### src/hw/kl10ebusPkg.sv
package kl10ebusPkg;

  // one word of the internal E-bus, bits numbered 35 down to 0
  typedef logic [35:0] ebusWord;

  // what each board presents to the bus multiplexer
  typedef struct packed {
    logic    driving;
    ebusWord data;
  } tEbusDriver;

  // the command the controller holds on the bus for one cycle
  typedef struct packed {
    logic       active;
    logic [2:0] cs;
    logic [2:0] func;
    ebusWord    wrData;
  } tEbusSel;

  // controller selects of the boards that exist, all other codes are empty
  localparam logic [2:0] csApr = 3'd0;
  localparam logic [2:0] csVma = 3'd1;
  localparam logic [2:0] csMtr = 3'd2;

  // function codes, bit 2 marks a write and bits 1:0 pick the register
  localparam logic [2:0] funcRdReg0 = 3'b000;
  localparam logic [2:0] funcRdReg1 = 3'b001;
  localparam logic [2:0] funcWrReg0 = 3'b100;
  localparam logic [2:0] funcWrReg1 = 3'b101;

  function automatic logic isWrite(logic [2:0] func);
    return func[2];
  endfunction

  function automatic logic [1:0] regIdx(logic [2:0] func);
    return func[1:0];
  endfunction

  // true while the held command is addressed to the given board
  function automatic logic selects(tEbusSel s, logic [2:0] cs);
    return s.active && (s.cs == cs);
  endfunction

endpackage
### src/hw/kl10ebus.sv
`timescale 1ns/1ps

module kl10ebus import kl10ebusPkg::*; #(
  parameter int nDrivers = 3,
  parameter int vmaWidth = 23
) (
  input  logic       clk,
  input  logic       rstN,
  input  logic       cmdStrobe,
  input  logic [2:0] cmdCs,
  input  logic [2:0] cmdFunc,
  input  ebusWord    cmdData,
  input  logic       vmaInc,
  input  logic       mtrTick,
  output logic       rdValid,
  output ebusWord    rdData,
  output logic       aprIrq,
  output logic       mtrHit,
  output logic       busConflict
);

  tEbusSel    sel;
  ebusWord    ebus;
  // mux inputs in priority order, APR first
  tEbusDriver drivers [nDrivers];

  ebusCtl ebusCtl_i (
    .clk, .rstN, .cmdStrobe, .cmdCs, .cmdFunc, .cmdData,
    .sel, .ebus, .rdValid, .rdData
  );

  aprRegs aprRegs_i (.clk, .rstN, .sel, .drv(drivers[0]), .aprIrq);

  vmaRegs #(.vmaWidth(vmaWidth)) vmaRegs_i (
    .clk, .rstN, .sel, .vmaInc, .drv(drivers[1])
  );

  mtrRegs mtrRegs_i (.clk, .rstN, .sel, .mtrTick, .drv(drivers[2]), .mtrHit);

  ebusMux #(.nDrivers(nDrivers)) ebusMux_i (.drivers, .ebus, .busConflict);

endmodule

### src/hw/mtrRegs.sv
`timescale 1ns/1ps

module mtrRegs import kl10ebusPkg::*; (
  input  logic       clk,
  input  logic       rstN,
  input  tEbusSel    sel,
  input  logic       mtrTick,
  output tEbusDriver drv,
  output logic       mtrHit
);

  ebusWord count;
  ebusWord threshold;
  logic    hit;
  logic    wrCount;

  assign hit     = selects(sel, csMtr);
  assign wrCount = hit && isWrite(sel.func) && (regIdx(sel.func) == 2'd0);

  // the event counter counts ticks unless software is loading it
  always_ff @(posedge clk) begin
    if (!rstN) begin
      count <= '0;
    end else if (wrCount) begin
      count <= sel.wrData;
    end else if (mtrTick) begin
      count <= count + 1'b1;
    end
  end

  always_ff @(posedge clk) begin
    if (!rstN) begin
      threshold <= '0;
    end else if (hit && isWrite(sel.func) && (regIdx(sel.func) == 2'd1)) begin
      threshold <= sel.wrData;
    end
  end

  always_comb begin
    drv.driving = hit && !isWrite(sel.func);
    case (regIdx(sel.func))
      2'd0:    drv.data = count;
      2'd1:    drv.data = threshold;
      default: drv.data = '0;
    endcase
  end

  // a zero threshold means the meter is disarmed
  assign mtrHit = (threshold != '0) && (count >= threshold);

endmodule

### src/hw/vmaRegs.sv
`timescale 1ns/1ps

module vmaRegs import kl10ebusPkg::*; #(
  parameter int vmaWidth = 23
) (
  input  logic       clk,
  input  logic       rstN,
  input  tEbusSel    sel,
  input  logic       vmaInc,
  output tEbusDriver drv
);

  logic [vmaWidth-1:0] vma;
  logic [vmaWidth-1:0] prevVma;
  logic                hit;
  logic                wrVma;

  assign hit   = selects(sel, csVma);
  assign wrVma = hit && isWrite(sel.func) && (regIdx(sel.func) == 2'd0);

  // a bus load wins over a count on the same edge
  // the old address is kept in prevVma whenever a new one is loaded
  always_ff @(posedge clk) begin
    if (!rstN) begin
      vma     <= '0;
      prevVma <= '0;
    end else begin
      if (wrVma) begin
        vma     <= sel.wrData[vmaWidth-1:0];
        prevVma <= vma;
      end else begin
        if (vmaInc) begin
          vma <= vma + 1'b1;
        end
        if (hit && isWrite(sel.func) && (regIdx(sel.func) == 2'd1)) begin
          prevVma <= sel.wrData[vmaWidth-1:0];
        end
      end
    end
  end

  // both registers come back zero-extended to the full bus word
  always_comb begin
    drv.driving = hit && !isWrite(sel.func);
    case (regIdx(sel.func))
      2'd0:    drv.data = ebusWord'(vma);
      2'd1:    drv.data = ebusWord'(prevVma);
      default: drv.data = '0;
    endcase
  end

endmodule

### src/hw/aprRegs.sv
`timescale 1ns/1ps

module aprRegs import kl10ebusPkg::*; (
  input  logic       clk,
  input  logic       rstN,
  input  tEbusSel    sel,
  output tEbusDriver drv,
  output logic       aprIrq
);

  ebusWord flags;
  ebusWord mask;
  logic    hit;

  assign hit = selects(sel, csApr);

  // register 0 holds the condition flags, register 1 the enable mask
  always_ff @(posedge clk) begin
    if (!rstN) begin
      flags <= '0;
      mask  <= '0;
    end else if (hit && isWrite(sel.func)) begin
      case (regIdx(sel.func))
        2'd0:    flags <= sel.wrData;
        2'd1:    mask  <= sel.wrData;
        default: ;
      endcase
    end
  end

  // reads drive the bus in the same cycle the select is held
  always_comb begin
    drv.driving = hit && !isWrite(sel.func);
    case (regIdx(sel.func))
      2'd0:    drv.data = flags;
      2'd1:    drv.data = mask;
      default: drv.data = '0;
    endcase
  end

  // an interrupt is requested by any flag that is also enabled
  assign aprIrq = |(flags & mask);

endmodule

### src/hw/ebusMux.sv
`timescale 1ns/1ps

module ebusMux import kl10ebusPkg::*; #(
  parameter int nDrivers = 3
) (
  input  tEbusDriver drivers [nDrivers],
  output ebusWord    ebus,
  output logic       busConflict
);

  // walk from the top down so the lowest index that drives wins
  always_comb begin
    ebus = '0;
    for (int i = nDrivers - 1; i >= 0; i--) begin
      if (drivers[i].driving) begin
        ebus = drivers[i].data;
      end
    end
  end

  // two boards answering the same command means a select decode is broken
  always_comb begin
    int nDriving;
    nDriving = 0;
    for (int i = 0; i < nDrivers; i++) begin
      if (drivers[i].driving) begin
        nDriving++;
      end
    end
    busConflict = (nDriving > 1);
  end

endmodule

### src/hw/ebusCtl.sv
`timescale 1ns/1ps

module ebusCtl import kl10ebusPkg::*; (
  input  logic       clk,
  input  logic       rstN,
  input  logic       cmdStrobe,
  input  logic [2:0] cmdCs,
  input  logic [2:0] cmdFunc,
  input  ebusWord    cmdData,
  output tEbusSel    sel,
  input  ebusWord    ebus,
  output logic       rdValid,
  output ebusWord    rdData
);

  // set while the command now on the bus is a read
  logic rdPending;

  // stage 1 puts the strobed command on the bus for exactly one cycle
  always_ff @(posedge clk) begin
    if (!rstN) begin
      sel.active <= 1'b0;
      rdPending  <= 1'b0;
    end else begin
      sel.active <= cmdStrobe;
      rdPending  <= cmdStrobe && !isWrite(cmdFunc);
    end
  end

  // the rest of the command is payload and only matters while active
  always_ff @(posedge clk) begin
    if (cmdStrobe) begin
      sel.cs     <= cmdCs;
      sel.func   <= cmdFunc;
      sel.wrData <= cmdData;
    end
  end

  // stage 2 samples whatever the addressed board put on the bus
  always_ff @(posedge clk) begin
    if (!rstN) begin
      rdValid <= 1'b0;
    end else begin
      rdValid <= rdPending;
    end
  end

  always_ff @(posedge clk) begin
    if (rdPending) begin
      rdData <= ebus;
    end
  end

endmodule

### config.mk
export PLATFORM = sky130hd
export DESIGN_NAME = kl10ebus
export DESIGN_NICKNAME = d
export VERILOG_FILES = /design/src/hw/kl10ebusPkg.sv /design/src/hw/kl10ebus.sv /design/src/hw/mtrRegs.sv /design/src/hw/vmaRegs.sv /design/src/hw/aprRegs.sv /design/src/hw/ebusMux.sv /design/src/hw/ebusCtl.sv
export SDC_FILE = /design/constraint.sdc
export NUM_CORES = 1
export LEC_CHECK = 0
export ABC_CLOCK_PERIOD_IN_PS = 7300
export BUFFER_PORTS_ARGS = -buffer_cell sky130_fd_sc_hd__buf_4
export CELL_PAD_IN_SITES_DETAIL_PLACEMENT = 2
export CELL_PAD_IN_SITES_GLOBAL_PLACEMENT = 2
export CORE_ASPECT_RATIO = 1.75
export CORE_UTILIZATION = 41
export DETAILED_ROUTE_END_ITERATION = 8
export HOLD_SLACK_MARGIN = 0.1
export PLACE_DENSITY_LB_ADDON = 0.1
export SLEW_MARGIN = 0
export SYNTH_ARGS = -nofsm -noshare
export SYNTH_HDL_FRONTEND = slang
export SYNTH_SLANG_ARGS = --single-unit
### constraint.sdc
create_clock -name clk -period 7.3 [get_ports clk]
set_clock_uncertainty 0.05 [all_clocks]
set_input_delay 1.46 -clock clk [delete_from_list [all_inputs] [get_ports clk]]
set_output_delay 1.46 -clock clk [all_outputs]
set_load 0.1 [all_outputs]
Yosys cells after proc, flatten, opt, wreduce, memory -nomap -nowiden:

Index checks and enable logic that the tools add are counted.

* bits in registers: 271
* bits of input ports: 47
* output and inout port bits: 40
* word-level logic and storage cells: 64

* $add $sub $neg: 4
* $lt $le $gt $ge: 2
* equal/unequal tests: 3
* muxes and demuxes: 15
* bitwise operators: 1
* reductions and logical operators: 26

Operator list (number)
* 36-bit two-way mux: 5
* 36-bit case mux with 2 select lines: 2
* 23-bit two-way mux: 4
* 32-bit two-way mux: 2
* 23-bit case mux with 2 select lines: 1
* 36-bit by 1-bit adder with 36-bit output (second input constant): 1
* 36-bit bitwise AND: 1
* 36-bit >= comparator: 1
* 36-bit nonzero test: 1
* 36-bit OR reduction: 1
* 32-bit by 2-bit adder with 32-bit output (second input constant): 1
* 32-bit by 2-bit greater-than comparator with 1-bit output (second input constant): 1
* 23-bit by 1-bit adder with 23-bit output (second input constant): 1
* 1-bit logical AND: 15
* 2-bit nonzero test: 3
* 2-bit AND reduction: 2
* 3-bit by 1-bit equality test with 1-bit output (second input constant): 1
* 3-bit by 2-bit equality test with 1-bit output (second input constant): 1
* 3-bit zero test: 1
* 1-bit by 1-bit adder with 2-bit output (second input constant): 1
* 2-bit by 1-bit equality test with 1-bit output (second input constant): 1
* 1-bit zero test: 2
* 2-bit zero test: 1
* 1-bit two-way mux: 1

Logic depth before layout (Yosys ltp):

* depth in word-level cells: 9
* gate-level depth with buffers: 9
* mapped depth without buffers: 8

By module:

Synthesis repeated with hierarchy kept, for this count alone.

* cell total of the unflattened synthesis: 1568
* area total of the unflattened synthesis: 14525.2 um^2

By module, submodules not included
* mtrRegs: times used 1, cells an instance 610, area an instance 4787.1 um^2
* aprRegs: times used 1, cells an instance 420, area an instance 3443.3 um^2
* vmaRegs: times used 1, cells an instance 320, area an instance 2690.1 um^2
* ebusCtl: times used 1, cells an instance 84, area an instance 2423.6 um^2
* ebusMux: times used 1, cells an instance 134, area an instance 1181.1 um^2

Worst setup path after synthesis:

Ideal clock, no wire load.

* path type: register to output
* start: register ebusCtl_i.sel[40] (netlist name)
* end: output busConflict
* arrival: 3.626 ns
* path slack: 2.164 ns
* cell stages (with the launch flop): 7
* buffers on the path: 2
* cells stage by stage: edfxtp_1 clkbuf_1 nor4_1 inv_1 clkbuf_1 ha_1 o21ai_0

* longest elaborated chain between the ends: 9

RTL lines
* 3-bit zero test: line kl10ebusPkg.sv:41 `return s.active && (s.cs == cs);`
* 1-bit logical AND: line kl10ebusPkg.sv:41
* 1-bit logical AND: line aprRegs.sv:33 `drv.driving = hit && !isWrite(sel.func);`
* 1-bit two-way mux: line ebusMux.sv:26 `if (drivers[i].driving) begin`
* 1-bit by 1-bit adder with 2-bit output: line ebusMux.sv:27 `nDriving++;`
* 32-bit two-way mux: line ebusMux.sv:26
* 32-bit by 2-bit adder with 32-bit output: line ebusMux.sv:27
* 32-bit two-way mux (*): line ebusMux.sv:26
* 32-bit by 2-bit greater-than comparator with 1-bit output (*): line ebusMux.sv:30 `busConflict = (nDriving > 1);`
* end, declared: line kl10ebus.sv:19 `output logic busConflict`

Every way passes the cells marked *; elsewhere a longest branch is shown, timed or not.

Worst setup path in the final report:

* start: register mtrRegs_i.threshold[15]
* end: output mtrHit

* longest elaborated chain between the ends: 2

RTL lines
* start, declared: line mtrRegs.sv:13 `ebusWord threshold;`
* start signal, assigned: line mtrRegs.sv:35 `threshold <= sel.wrData;`
* 36-bit >= comparator or 36-bit nonzero test (tied branches): line mtrRegs.sv:49 `assign mtrHit = (threshold != '0) && (count >= threshold);`
* 1-bit logical AND (*): line mtrRegs.sv:49
* end, declared: line kl10ebus.sv:18 `output logic mtrHit,`

Marked as above.

==> results by stage <==
Status:
- The run finished with clean final reports.

Die:
- In this run the vertical extent of the chip is 239 µm.
- The core box area is 0.0315 mm².
- The overall die area is 0.0329 mm².
- In this run the horizontal extent of the chip is 138 µm.
- The initial utilization of the core area, before any placement, comes to 41.8%.
- The total I/O pin count is 87.
- The count of standard-cell rows is 86.

Clocking:
- The maximum level of the CTS H-tree is 1.
- The clock tree from TritonCTS is built.
- The clock sink count is 271.
- The clock insertion delay at the later pin of the skew report is 580 ps.
- The number of setup buffers added after CTS is 0.
- The number of resized instances in the post-cts repair step is 0.
- Clock-pin slew was measured on the worst setup and hold paths at 70 ps.
- The clock passes through at most 3 buffers.
- The CTS buffer count is 27.
- The cell chosen for the clock root is sky130_fd_sc_hd__clkbuf_16.
- The number of hold buffers added after CTS was 0.

Synth:
- The fraction of registers with async set/reset is 0%.
- A synthesized cell averages 8.66 µm².
- The most used flip-flop cell after synthesis is sky130_fd_sc_hd__dfxtp_1.
- The proportion of synthesized chip area in sequential cells is 47.0%.
- The number of warnings reported in the yosys synthesis log is 0.
- The area of the mapped netlist is 0.0132 mm².
- The post-synthesis instance total is 1523.
- By area the synthesized netlist is led by sky130_fd_sc_hd__dfxtp_1 (29%), sky130_fd_sc_hd__edfxtp_1 (18%), sky130_fd_sc_hd__a21oi_1 (7.7%).
- In this run the biggest area consumer among cell types represents 29.3% of the synthesized area.
- In this run, synthesis inferred 78 flip-flops with an integrated enable.
- The number of nets in the synthesized netlist is 1610.
- After synthesis, the netlist uses 50 different library cells.
- The register bit total from synthesis is 271.
- The cell type with the largest total area after synthesis is sky130_fd_sc_hd__dfxtp_1.

Power:
- The net switching power is 0.861 mW.
- The total power divided by cell area is 227 mW/mm².
- Net switching is 25.2% of the power.
- The maximum resistive drop on vdd is 214 µV.
- Sequential cells burn 48.0% of the power.
- In this run the static leakage power is 5.33 nW.
- Per report_power, the combinational group accounts for 6.4% of the total.
- Cell internal power was estimated by the tool at 2.56 mW.
- The share of total power in the clock network is 45.6%.

Detailed routing:
- The per-cell via count in the routed design is 5.88.
- The violation count after the first detailed-route iteration is 401.
- The detail route stage leaves a number of antenna-violating nets equal to 0.
- In the final routed layout, each cell accounts on average for 25.6 µm.
- For this run, the detailed router's first-pass iteration total came to 4.
- The routed layout has 11600 vias.
- The aggregate routed wire length is 50600 µm.
- The number of remaining DRC errors is 0.

GRT:
- The met3 capacity usage during global routing is 2.88%.
- Across every metal layer, demand over resource in global routing totals 31.5%.
- The largest net degree at the start of global routing is 119.
- In this run the most used layer during global routing was met2.
- The met2 routing resource usage after global routing is 58.5%.
- Global routing used 32.7% of the available met1 tracks.
- The first global-routing pass estimated 76400 µm of wire.
- The via count of the first global-routing pass is 12900.
- The total global routing overflow is 0.
- The initial antenna violation count came to 1.

Finish:
- After filler insertion, the fill cell instance count of the layout stands at 3432.
- The area growth from synthesis to layout is 14.1%.
- The ratio of cells with drive above 1 in the final layout is 10.6%.
- The end-of-flow core utilization is 47.7%.
- The sequential cells in the finished layout cover a total of 0.00621 mm².
- In the final layout, the multi-input gates occupy 0.00641 mm².
- For this run, the post-layout net count is 1644.

Worst setup path:
- The sort of element at the start of the critical path is a flop.
- The critical path start-end classification is flop to output pin.
- For the worst setup path, the data required time is 5790 ps.
- The arrival time reported for the critical path endpoint is 3560 ps.
- STA classifies the critical path endpoint as an output pin.
- In this run the worst path has a maximum fanout of 4.

Timing:
- The clock period could shrink to 5070 ps.
- Headroom to the max-slew limit came out at 23.3%.
- The aggregate negative setup slack is 0 ps.
- The maximum clock frequency is 0.197 GHz.
- The final clock period utilization by the worst path is 69.4%.
- The final number of hold-violating endpoints is 0.
- The max-slew violation count was 0.
- Setup violations remaining at the end of the flow were counted as 0.
- Setup repair after global routing left no endpoint under its margin.
- For the pin with the worst max-slew slack, the measured transition is 1150 ps.

Placement:
- In this run the tool buffered the top-level ports with 86 buffer cells.
- The placed wire-length estimate after detailed placement is 35100 µm.
- At the end of routability-driven placement, the weighted congestion stood at 0.846.

Job:
- The max-cap violation count is 0.

Hold path:
- The tightest min-delay check is of the flop to flop type.
## through the flow
| step | instances | hold WS [ps] | setup WS (ps) | cell area, µm² | power (mW) |
|---|---|---|---|---|---|
| after floorplan | 1523 | 394 | 2160 | 13200 | 1.78 |
| after global placement | 1924 | 403 | 3020 | 14100 | 1.89 |
| after detailed placement | 1924 | 413 | 2900 | 14100 | 1.90 |
| after CTS | 1974 | 423 | 2290 | 15000 | 3.45 |
| after global routing | 1975 | 447 | 2240 | 15100 | 3.51 |
| final | 1975 | 422 | 2230 | 15100 | 3.42 |
## critical path, cell delays in order (launching register included)
cell and delay [ps]:
sky130_fd_sc_hd__dfxtp_1 380, sky130_fd_sc_hd__inv_1 60, sky130_fd_sc_hd__ha_1 330, sky130_fd_sc_hd__a21oi_1 160, sky130_fd_sc_hd__o21ai_0 130, sky130_fd_sc_hd__a221o_1 380
sky130_fd_sc_hd__a2111oi_0 900, sky130_fd_sc_hd__a211oi_1 170, sky130_fd_sc_hd__o22a_1 240, sky130_fd_sc_hd__buf_4 240
## cell type report
class / instances / share of cell area (%)
sequential: 271 / 41.2
clock buffer: 34 / 5.06
inverter: 44 / 1.11
antenna: 1 / 0.0166
tap: 396 / 3.29
multi-input combinational: 1109 / 42.6
clock inverter: 16 / 1.40
timing repair buffer: 104 / 5.27
## worst paths after layout
path                         endpoint               startpoint  cells past startpoint  slack [ps]
hold / removal     aprRegs_i.mask[33]       aprRegs_i.mask[33]                      2         420
hold reg to reg    aprRegs_i.mask[33]       aprRegs_i.mask[33]                      2         420
setup / recovery               mtrHit  mtrRegs_i.threshold[15]                      9        2230
setup reg to reg  mtrRegs_i.count[26]        ebusCtl_i.sel[37]                      7        3990
## sequential cells by signal (all words and copies together), names as in the netlist
signal and count:
ebusCtl_i.sel 43, mtrRegs_i.count 36, aprRegs_i.mask 36, aprRegs_i.flags 36, vmaRegs_i.vma 23, mtrRegs_i.threshold 36
ebusCtl_i.rdPending 1, ebusCtl_i.rdValid 1, vmaRegs_i.prevVma 23, ebusCtl_i.rdData 36
## cells by family after synthesis
family | synth area share [%]
flops | 47.0
compound gates | 15.7
mux | 5.77
simple gates | 19.4
fa+ha+maj | 3.79
buf+inv | 4.46
xor+xnor | 3.78
## routing by layer
layer	part of all wire [%]	up-vias
li1	-	5364
met1	37	5852
met2	53	254
met3	2.5	142
met4	7.4	0
met5	0	-
## synthesized netlist by cell type (2+ instances only)
master                      number
sky130_fd_sc_hd__nor4_1         12
sky130_fd_sc_hd__nand2b_1       27
sky130_fd_sc_hd__o22ai_1        14
sky130_fd_sc_hd__buf_2          15
sky130_fd_sc_hd__o21ai_0        43
sky130_fd_sc_hd__a211oi_1       63
sky130_fd_sc_hd__and2_1          2
sky130_fd_sc_hd__ha_1           40
sky130_fd_sc_hd__a21oi_1       203
sky130_fd_sc_hd__a21o_1          8
sky130_fd_sc_hd__and3_1         10
sky130_fd_sc_hd__xnor2_1        23
sky130_fd_sc_hd__inv_1          44
sky130_fd_sc_hd__nand2_1       270
sky130_fd_sc_hd__and4_1          6
sky130_fd_sc_hd__nand4_1        25
sky130_fd_sc_hd__edfxtp_1       78
sky130_fd_sc_hd__dfxtp_1       193
sky130_fd_sc_hd__buf_6           2
sky130_fd_sc_hd__a221oi_1        3
sky130_fd_sc_hd__nor2b_1         3
sky130_fd_sc_hd__nor2_1        173
sky130_fd_sc_hd__nand3_1        26
sky130_fd_sc_hd__xor2_1         34
sky130_fd_sc_hd__nor3_1          9
sky130_fd_sc_hd__a2111oi_0       3
sky130_fd_sc_hd__clkbuf_1       76
sky130_fd_sc_hd__buf_4           2
sky130_fd_sc_hd__a22oi_1        12
sky130_fd_sc_hd__nor3_2          4
sky130_fd_sc_hd__a211oi_2        2
sky130_fd_sc_hd__buf_1           3
sky130_fd_sc_hd__a22o_1          3
sky130_fd_sc_hd__mux2i_1        76
## power groups by stage
| stage | clock network [mW] | registers (mW) | logic [mW] |
|---|---|---|---|
| floorplan | 0 | 1.67 | 0.112 |
| global placement | 0 | 1.68 | 0.215 |
| detailed placement | 0 | 1.68 | 0.220 |
| CTS | 1.59 | 1.64 | 0.221 |
| global route | 1.63 | 1.64 | 0.232 |
| finish | 1.56 | 1.64 | 0.220 |
## cells in the final DEF, fill, tap and decap left out, types with 6 or more instances in the layout
| cell type | n |
|---|---|
| sky130_fd_sc_hd__nand2_1 | 270 |
| sky130_fd_sc_hd__a21oi_1 | 203 |
| sky130_fd_sc_hd__dfxtp_1 | 192 |
| sky130_fd_sc_hd__nor2_1 | 173 |
| sky130_fd_sc_hd__buf_4 | 103 |
| sky130_fd_sc_hd__edfxtp_1 | 78 |
| sky130_fd_sc_hd__mux2i_1 | 76 |
| sky130_fd_sc_hd__a211oi_1 | 63 |
| sky130_fd_sc_hd__inv_1 | 43 |
| sky130_fd_sc_hd__o21ai_0 | 43 |
| sky130_fd_sc_hd__ha_1 | 40 |
| sky130_fd_sc_hd__xor2_1 | 34 |
| sky130_fd_sc_hd__nand2b_1 | 27 |
| sky130_fd_sc_hd__clkbuf_16 | 27 |
| sky130_fd_sc_hd__nand3_1 | 26 |
| sky130_fd_sc_hd__nand4_1 | 25 |
| sky130_fd_sc_hd__xnor2_1 | 23 |
| sky130_fd_sc_hd__o22ai_1 | 14 |
| sky130_fd_sc_hd__nor4_1 | 12 |
| sky130_fd_sc_hd__a22oi_1 | 12 |
| sky130_fd_sc_hd__and3_1 | 10 |
| sky130_fd_sc_hd__a21o_1 | 8 |
| sky130_fd_sc_hd__nor3_1 | 7 |
| sky130_fd_sc_hd__and4_1 | 6 |
| sky130_fd_sc_hd__clkbuf_8 | 6 |
| sky130_fd_sc_hd__clkinv_2 | 6 |
(Power assumes the default switching activity.)
